`src/include/dual_decode_config.svh`:
```
`ifndef DUAL_DECODE_CONFIG_SVH
`define DUAL_DECODE_CONFIG_SVH

// ********************
// core sizes
// ********************

`define DD_XLEN 32     // data and pc width
`define DD_NREGS 32    // integer register count
`define DD_RADDR_W 5   // register address width

`endif

```
`src/verilog/dual_decode_pkg.sv`:
```
`default_nettype none

`include "dual_decode_config.svh"

package dual_decode_pkg;

  // ********************
  // encodings
  // ********************

  typedef enum logic [3:0] {
    op_none,     // bubble
    op_alu_reg,
    op_alu_imm,
    op_lui,
    op_auipc,
    op_jal,
    op_jalr,
    op_branch,
    op_load,
    op_store,
    op_fence,
    op_system
  } op_class_t;

  typedef enum logic [1:0] {
    exc_none,
    exc_illegal,
    exc_breakpoint,
    exc_env_call
  } except_t;

  // ********************
  // pipeline payloads
  // ********************

  typedef struct packed {
    logic valid;
    logic [`DD_XLEN-1:0] pc;      // slot 1 sits at pc+4
    logic [31:0] instr0;
    logic [31:0] instr1;
  } fetch_pair_t;

  typedef struct packed {
    logic valid;
    op_class_t op;
    logic [2:0] funct3;
    logic funct7_5;                 // sub/sra select
    logic [`DD_RADDR_W-1:0] rd;
    logic [`DD_RADDR_W-1:0] rs1;
    logic [`DD_RADDR_W-1:0] rs2;
    logic wren;
    logic rden1;
    logic rden2;
    logic [`DD_XLEN-1:0] imm;
    logic [`DD_XLEN-1:0] pc;
    except_t cause;
    logic [`DD_XLEN-1:0] etval;
  } decoded_slot_t;

  typedef struct packed {
    decoded_slot_t slot0;
    decoded_slot_t slot1;
  } decoded_pair_t;

  typedef struct packed {
    logic wren;
    logic [`DD_RADDR_W-1:0] waddr;
    logic [`DD_XLEN-1:0] wdata;
  } wb_t;

  typedef struct packed {
    decoded_slot_t dec;
    logic [`DD_XLEN-1:0] rs1_data;
    logic [`DD_XLEN-1:0] rs2_data;
  } issue_slot_t;

  typedef struct packed {
    issue_slot_t slot0;
    issue_slot_t slot1;
  } issue_pair_t;

  localparam fetch_pair_t fetch_bubble = '0;
  localparam decoded_pair_t decoded_bubble = '0;

endpackage

`default_nettype wire

```
`src/verilog/decode_stage.sv`:
```
`default_nettype none

module decode_stage import dual_decode_pkg::*; (
  input fetch_pair_t fd,
  input decoded_pair_t di,
  output decoded_pair_t decoded,
  output logic stall
);

  decoded_slot_t dec0;
  decoded_slot_t dec1;
  logic [3:0] hit;

  // load in di against a reader in fd
  function automatic logic load_hit(
    input decoded_slot_t ld,
    input decoded_slot_t rd_slot
  );
    logic ld_ok;
    logic use1;
    logic use2;
    ld_ok = ld.valid && ld.op == op_load && ld.wren && ld.rd != '0;
    use1 = rd_slot.rden1 && rd_slot.rs1 == ld.rd;
    use2 = rd_slot.rden2 && rd_slot.rs2 == ld.rd;
    return ld_ok && rd_slot.valid && (use1 || use2);
  endfunction

  // ********************
  // slot decoders
  // ********************

  instr_decoder #(
    .allow_system(1'b1)
  ) i_decoder0 (
    .instr(fd.instr0),
    .slot(dec0)
  );

  instr_decoder #(
    .allow_system(1'b0)
  ) i_decoder1 (
    .instr(fd.instr1),
    .slot(dec1)
  );

  always_comb begin
    decoded = decoded_bubble;
    if (fd.valid) begin
      decoded.slot0 = dec0;
      decoded.slot0.valid = 1'b1;
      decoded.slot0.pc = fd.pc;
      decoded.slot1 = dec1;
      decoded.slot1.valid = 1'b1;
      decoded.slot1.pc = fd.pc + 32'd4;
      if (decoded.slot0.cause != exc_none) begin
        decoded.slot0.wren = 1'b0;  // trapping slot never writes
      end
      if (decoded.slot1.cause != exc_none) begin
        decoded.slot1.wren = 1'b0;
      end
    end
  end

  // ********************
  // load-use hazard
  // ********************

  assign hit[0] = load_hit(di.slot0, decoded.slot0);
  assign hit[1] = load_hit(di.slot1, decoded.slot0);
  assign hit[2] = load_hit(di.slot0, decoded.slot1);
  assign hit[3] = load_hit(di.slot1, decoded.slot1);

  assign stall = |hit;

  always_comb begin
    a_stall_needs_fd: assert (!(stall && !fd.valid))
      else $error("stall raised without a valid fetch pair");
  end

endmodule

`default_nettype wire

```
`src/verilog/dual_decode_top.sv`:
```
`default_nettype none

module dual_decode_top import dual_decode_pkg::*; (
  input logic clock,
  input logic reset,
  input fetch_pair_t fetch,
  input logic flush,
  input wb_t wb,
  output issue_pair_t issue,
  output logic fetch_stall
);

  fetch_pair_t fd;
  decoded_pair_t decoded;
  decoded_pair_t di;
  logic stall;
  logic di_flush;

  assign di_flush = flush | stall;  // stall drops a bubble into di
  assign fetch_stall = stall;

  stage_reg #(
    .payload_t(fetch_pair_t),
    .bubble(fetch_bubble)
  ) fd_reg (
    .clock(clock),
    .reset(reset),
    .hold(stall),
    .flush(flush),
    .d(fetch),
    .q(fd)
  );

  decode_stage i_decode (
    .fd(fd),
    .di(di),
    .decoded(decoded),
    .stall(stall)
  );

  stage_reg #(
    .payload_t(decoded_pair_t),
    .bubble(decoded_bubble)
  ) di_reg (
    .clock(clock),
    .reset(reset),
    .hold(1'b0),
    .flush(di_flush),
    .d(decoded),
    .q(di)
  );

  register_read_stage i_register_read (
    .clock(clock),
    .reset(reset),
    .flush(flush),
    .di(di),
    .wb(wb),
    .issue(issue)
  );

endmodule

`default_nettype wire

```
`src/verilog/instr_decoder.sv`:
```
`default_nettype none

module instr_decoder import dual_decode_pkg::*; #(
  parameter bit allow_system = 1'b1
) (
  input logic [31:0] instr,
  output decoded_slot_t slot
);

  logic [6:0] opcode;
  logic [2:0] funct3;
  logic [6:0] funct7;
  logic [31:0] imm_i;
  logic [31:0] imm_s;
  logic [31:0] imm_b;
  logic [31:0] imm_u;
  logic [31:0] imm_j;
  logic illegal;

  assign opcode = instr[6:0];
  assign funct3 = instr[14:12];
  assign funct7 = instr[31:25];

  assign imm_i = {{20{instr[31]}}, instr[31:20]};
  assign imm_s = {{20{instr[31]}}, instr[31:25], instr[11:7]};
  assign imm_b = {{19{instr[31]}}, instr[31], instr[7], instr[30:25], instr[11:8], 1'b0};
  assign imm_u = {instr[31:12], 12'b0};
  assign imm_j = {{11{instr[31]}}, instr[31], instr[19:12], instr[20], instr[30:21], 1'b0};

  always_comb begin
    slot = '0;
    illegal = 1'b0;
    slot.funct3 = funct3;
    slot.funct7_5 = instr[30];
    slot.rd = instr[11:7];
    slot.rs1 = instr[19:15];
    slot.rs2 = instr[24:20];
    case (opcode)
      7'b0110011: begin
        slot.op = op_alu_reg;
        {slot.wren, slot.rden1, slot.rden2} = 3'b111;
        if (funct7 != 7'b0000000 &&
            !(funct7 == 7'b0100000 && (funct3 == 3'b000 || funct3 == 3'b101))) begin
          illegal = 1'b1;         // only sub and sra use the alternate funct7
        end
      end
      7'b0010011: begin
        slot.op = op_alu_imm;
        {slot.wren, slot.rden1} = 2'b11;
        slot.imm = imm_i;
        if (funct3 == 3'b001 && funct7 != 7'b0000000) begin
          illegal = 1'b1;
        end else if (funct3 == 3'b101 && funct7 != 7'b0000000 && funct7 != 7'b0100000) begin
          illegal = 1'b1;
        end
      end
      7'b0110111: begin
        slot.op = op_lui;
        slot.wren = 1'b1;
        slot.imm = imm_u;
      end
      7'b0010111: begin
        slot.op = op_auipc;
        slot.wren = 1'b1;
        slot.imm = imm_u;
      end
      7'b1101111: begin
        slot.op = op_jal;
        slot.wren = 1'b1;
        slot.imm = imm_j;
      end
      7'b1100111: begin
        slot.op = op_jalr;
        {slot.wren, slot.rden1} = 2'b11;
        slot.imm = imm_i;
        illegal = (funct3 != 3'b000);
      end
      7'b1100011: begin
        slot.op = op_branch;
        {slot.rden1, slot.rden2} = 2'b11;
        slot.imm = imm_b;
        illegal = (funct3 == 3'b010 || funct3 == 3'b011);
      end
      7'b0000011: begin
        slot.op = op_load;
        {slot.wren, slot.rden1} = 2'b11;
        slot.imm = imm_i;
        illegal = (funct3 == 3'b011 || funct3 == 3'b110 || funct3 == 3'b111);
      end
      7'b0100011: begin
        slot.op = op_store;
        {slot.rden1, slot.rden2} = 2'b11;
        slot.imm = imm_s;
        illegal = (funct3 > 3'b010);
      end
      7'b0001111: begin
        slot.op = op_fence;
        illegal = (funct3 != 3'b000);
      end
      7'b1110011: begin
        slot.op = op_system;
        if (!allow_system) begin
          illegal = 1'b1;
        end else if (instr[31:7] == 25'h0000000) begin
          slot.cause = exc_env_call;
        end else if (instr[31:7] == 25'h0002000) begin
          slot.cause = exc_breakpoint;
        end else begin
          illegal = 1'b1;           // no csr access here
        end
      end
      default: illegal = 1'b1;
    endcase
    if (illegal) begin
      slot.cause = exc_illegal;
    end
    if (slot.cause != exc_none) begin
      slot.etval = instr;
    end
  end

endmodule

`default_nettype wire

```
`src/verilog/register_read_stage.sv`:
```
`default_nettype none

`include "dual_decode_config.svh"

module register_read_stage import dual_decode_pkg::*; (
  input logic clock,
  input logic reset,
  input logic flush,
  input decoded_pair_t di,
  input wb_t wb,
  output issue_pair_t issue
);

  logic [`DD_XLEN-1:0] regs [`DD_NREGS];
  issue_pair_t issue_d;

  // operand with write-through from the same-cycle writeback
  function automatic logic [`DD_XLEN-1:0] operand(
    input logic en,
    input logic [`DD_RADDR_W-1:0] addr,
    input logic [`DD_XLEN-1:0] stored,
    input wb_t w
  );
    logic [`DD_XLEN-1:0] data;
    data = stored;
    if (!en || addr == '0) begin
      data = '0;
    end else if (w.wren && w.waddr == addr) begin
      data = w.wdata;
    end
    return data;
  endfunction

  // ********************
  // register file
  // ********************

  always_ff @(posedge clock) begin
    if (!reset) begin
      regs[0] <= '0;
    end else if (wb.wren && wb.waddr != '0) begin
      regs[wb.waddr] <= wb.wdata;
    end
  end

  always_comb begin
    issue_d.slot0.dec = di.slot0;
    issue_d.slot0.rs1_data = operand(di.slot0.rden1, di.slot0.rs1, regs[di.slot0.rs1], wb);
    issue_d.slot0.rs2_data = operand(di.slot0.rden2, di.slot0.rs2, regs[di.slot0.rs2], wb);
    issue_d.slot1.dec = di.slot1;
    issue_d.slot1.rs1_data = operand(di.slot1.rden1, di.slot1.rs1, regs[di.slot1.rs1], wb);
    issue_d.slot1.rs2_data = operand(di.slot1.rden2, di.slot1.rs2, regs[di.slot1.rs2], wb);
  end

  // ********************
  // issue register
  // ********************

  always_ff @(posedge clock) begin
    if (!reset || flush) begin
      issue.slot0.dec.valid <= 1'b0;  // payload may keep stale data
      issue.slot1.dec.valid <= 1'b0;
    end else begin
      issue <= issue_d;
    end
  end

  a_x0_zero: assert property (
    @(posedge clock) disable iff (!reset) regs[0] == '0
  ) else $error("x0 was written");

endmodule

`default_nettype wire

```
`src/verilog/stage_reg.sv`:
```
`default_nettype none

module stage_reg #(
  parameter type payload_t = logic,
  parameter payload_t bubble = '0
) (
  input logic clock,
  input logic reset,
  input logic hold,
  input logic flush,
  input payload_t d,
  output payload_t q
);

  always_ff @(posedge clock) begin
    if (!reset || flush) begin
      q <= bubble;                  // flush wins over hold
    end else if (!hold) begin
      q <= d;
    end
  end

  // ********************
  // checks
  // ********************

  a_reset_bubble: assert property (
    @(posedge clock) !reset |=> (q == bubble)
  ) else $error("stage_reg not empty after reset");

endmodule

`default_nettype wire
```
`config.mk`:
```
export PLATFORM = sky130hd
export DESIGN_NAME = dual_decode_top
export DESIGN_NICKNAME = d
export VERILOG_FILES = /design/src/verilog/dual_decode_pkg.sv /design/src/verilog/decode_stage.sv /design/src/verilog/dual_decode_top.sv /design/src/verilog/instr_decoder.sv /design/src/verilog/register_read_stage.sv /design/src/verilog/stage_reg.sv
export VERILOG_INCLUDE_DIRS = /design/src /design/src/include
export SDC_FILE = /design/constraint.sdc
export NUM_CORES = 2
export LEC_CHECK = 0
export BUFFER_PORTS_ARGS = -buffer_cell sky130_fd_sc_hd__buf_2
export CAP_MARGIN = 20
export CORE_ASPECT_RATIO = 2
export CORE_MARGIN = 3
export CORE_UTILIZATION = 43
export DETAILED_ROUTE_END_ITERATION = 8
export PLACE_DENSITY = 0.6
export REMOVE_ABC_BUFFERS = 1
export SYNTH_ARGS = -nofsm -noshare
export SYNTH_HDL_FRONTEND = slang
export SYNTH_SLANG_ARGS = --single-unit
```
`constraint.sdc`:
```
create_clock -name clock -period 33.7 [get_ports clock]
set_clock_uncertainty 0.05 [all_clocks]
set_input_delay 3.37 -clock clock [delete_from_list [all_inputs] [get_ports clock]]
set_output_delay 3.37 -clock clock [all_outputs]
set_load 0.01 [all_outputs]
```
==> flow_summary.ini <==
[outcome]
status = finished, final reports clean

[setup_path]
end_kind = output pin
r2r_slack_ns = 28.94
crit_chain = nand2_1 -> nor2_2 -> o21ai_0 -> or4_1 -> a31oi_4 -> nor2_4 -> inv_1 -> buf_2
slowest_stage = dfxtp_1
startpoint_type = flip-flop
r2r_start = di_reg.q[106]
critical_path_buf_inv_count = 2
cp_max_fo = 22
critPathRequiredTime_ns = 30.28
cp_top_family = simple AND/OR/NAND/NOR gates
reg2reg_depth = 7
arrival_ns = 3.70
r2r-end = i_register_read.issue[42]
cpPeakStageDelay_ns = 0.78
crit_type = reg2out

[logic_synthesis]
synth_cells = 5398
synth-edff-count = 1397
async_flop_share = 0
syn_area_mm2 = 0.0898
dominantRegCellSynth = edfxtp_1
yosysWarningCount = 0
ys_types = 74
ys_ff_latch = 1741
postSynthAreaPerCell_um2 = 16.6
synth_seq_area_share = 0.544

[layout]
nNetsFinal = 5840
regArea_mm2 = 0.0489
multi_input_area_mm2 = 0.0389
syn_to_final_growth_pct = 11.8
drive_above_1_share = 0.373
n_fill_cell = 17500

[global_routing]
grt_pass1_wl_um = 451000
grt_pass1_vias = 59400
grt_max_degree = 218
grt_overflow = 0
antenna_found_initial = 13
grt_usage = 0.299

[floorplanning]
dieArea_mm2 = 0.215
die_w_um = 329
die_h_um = 652
ios = 517
core_mm2 = 0.207
rows = 236
initial_core_util = 0.433

[pwr]
p_per_area_mw_per_mm2 = 44.1
ir_worst_vdd_v = 0.0000596
total_power_w = 0.00443
leakage_nw = 28.2

[timing]
finalMaxSlewViolations = 0
hold_slack_ns = 0.344
setup_viol = 0
setup_tns_ns = 0
max_freq_ghz = 0.140
grt_setup_unrepaired = no
tightest_slew_ns = 1.31
final_hold_viol_count = 0
fin_ws_ns = 26.58
period_share = 0.211
min_period_ns = 7.12
maxSlewHeadroom = 0.129

[cts]
htreeDepth = 4
clock_latency_ns = 0.84
cts_tree = done
clk_transition_reported_paths_ns = 0.07
post_cts_buffers = 0
clock-sinks = 1741
cts_buffer_depth = 4
cts.hold.buffers_added = 0
cts_buffers = 163
cts-resized-gates = 0
clockRootBuffer = clkbuf_16

[placed_design]
gp_congestion = 0.894
io_buffers = 515
hpwlAfterDp_um = 197000
post-place-ws_ns = 25.99

[detailed_routing]
drt_iter0_drc = 6343
vias_per_cell = 6.77
first_pass_iters = 6
vias = 58100
route.detailed.drc = 0
ant_nets = 0
drt_wl_total_um = 323000
wire_per_inst_um = 37.7

[min_path]
hold_path_class = reg2reg
whs_endpoint = i_register_read.issue[264]
whs_path_depth = 0
worstHoldStart = di_reg.q[136]

[flow_run]
drv_cap = 0
## routing by layer
layer,up-vias,share of wire,GRT usage
met4,2,0.079,0.196
li1,23100,-,-
met3,1080,0.088,0.0533
met5,-,0.000034,0
met2,3752,0.51,0.517
met1,30100,0.33,0.338
## Yosys cell counts, types with 15 or more instances
library cell / count / area [um2]
a211oi_1: 176 / 1320
a21boi_1: 15 / 113
a21oi_1: 81 / 405
a221oi_1: 31 / 272
a22oi_1: 19 / 143
and2_1: 89 / 557
and3_1: 90 / 563
buf_1: 56 / 210
buf_2: 167 / 836
clkbuf_1: 299 / 1120
dfxtp_1: 344 / 6890
edfxtp_1: 1397 / 42000
inv_1: 44 / 165
mux2_2: 46 / 518
mux2i_1: 317 / 3170
mux4_2: 1122 / 25300
nand2_1: 321 / 1200
nand2b_1: 30 / 188
nand3_1: 26 / 130
nand4_1: 25 / 156
nor2_1: 143 / 537
nor2b_1: 95 / 594
nor3_1: 15 / 75.1
nor4_1: 39 / 244
o211ai_1: 35 / 263
o21ai_0: 58 / 290
o221ai_1: 34 / 298
o22ai_1: 56 / 350
xnor2_1: 43 / 377
xor2_1: 18 / 158
## metrics by stage
step / utilization / area, um2 / std cells
after floorplan: - / 87500 / 4863
after global placement: 0.460 / 95300 / 8270
after detailed placement: 0.460 / 95300 / 8272
after CTS: 0.484 / 100000 / 8561
after global routing: 0.484 / 100000 / 8565
final: 0.485 / 100000 / 8573
## worst max-delay path by stage
stage | cells after the start | slack [ns] | end | startpoint
after global routing | 8 | 26.36 | fetch_stall | fd_reg.q[38]
final | 8 | 26.58 | fetch_stall | fd_reg.q[38]
after floorplan | 5 | -4.36 | di_reg.q[245] | reset
after CTS | 7 | 26.46 | fetch_stall | fd_reg.q[36]
after detailed placement | 9 | 25.99 | fd_reg.q[59] | reset
after global placement | 7 | 26.06 | i_register_read.issue[319] | reset
## final cells by class
class	instances	share of cell area
sequential	1741	0.487
multi-input combinational	3078	0.387
clock buffer	190	0.0424
timing repair buffer	673	0.0388
tap	2737	0.0341
clock inverter	99	0.00842
inverter	44	0.00166
antenna	11	0.000274
## report_power, final
group / internal [W] / switching [W]
sequential: 0.00234 / 0.0000281
combinational: 0.0000840 / 0.000137
clock: 0.000995 / 0.000847
total: 0.00342 / 0.00101
## sequential cells by signal (all words and copies together) (netlist names)
name and flops:
di_reg.q 246, fd_reg.q 97, i_register_read.issue 374, i_register_read.regs 1024
## cell usage in the layout, fill, tap and decap left out, drive strengths merged, types with 10 or more instances in the layout
cell type,count
buf,673
nor2b,95
nand2b,30
diode,11
edfxtp,1397
a21oi,81
a211oi,176
xor2,18
a22oi,19
a221o,10
clkinvlp,15
nor4bb,12
xnor2,43
mux2i,317
a31oi,16
nor3,16
o211ai,35
bufinv,11
nand4,25
dfxtp,344
o22ai,56
nand3b,10
o221ai,34
nand3,26
o21ai,59
and2,89
a21boi,26
clkbuf,190
mux4,1122
a221oi,31
nor4,39
nand2,321
and3,90
inv,50
mux2,46
nor2,147
clkinv,67
## cell families after synthesis
kind of cell               synth area share
buffers and inverters                0.0272
muxes                                 0.322
adders and majority gates          0.000139
DFF                                   0.544
and+or+nand+nor                      0.0530
other                             0.0000418
xor gates and xnor gates            0.00595
AOI/OAI and AO/OA                    0.0473
No activity file was read; power rests on OpenSTA's default activity.
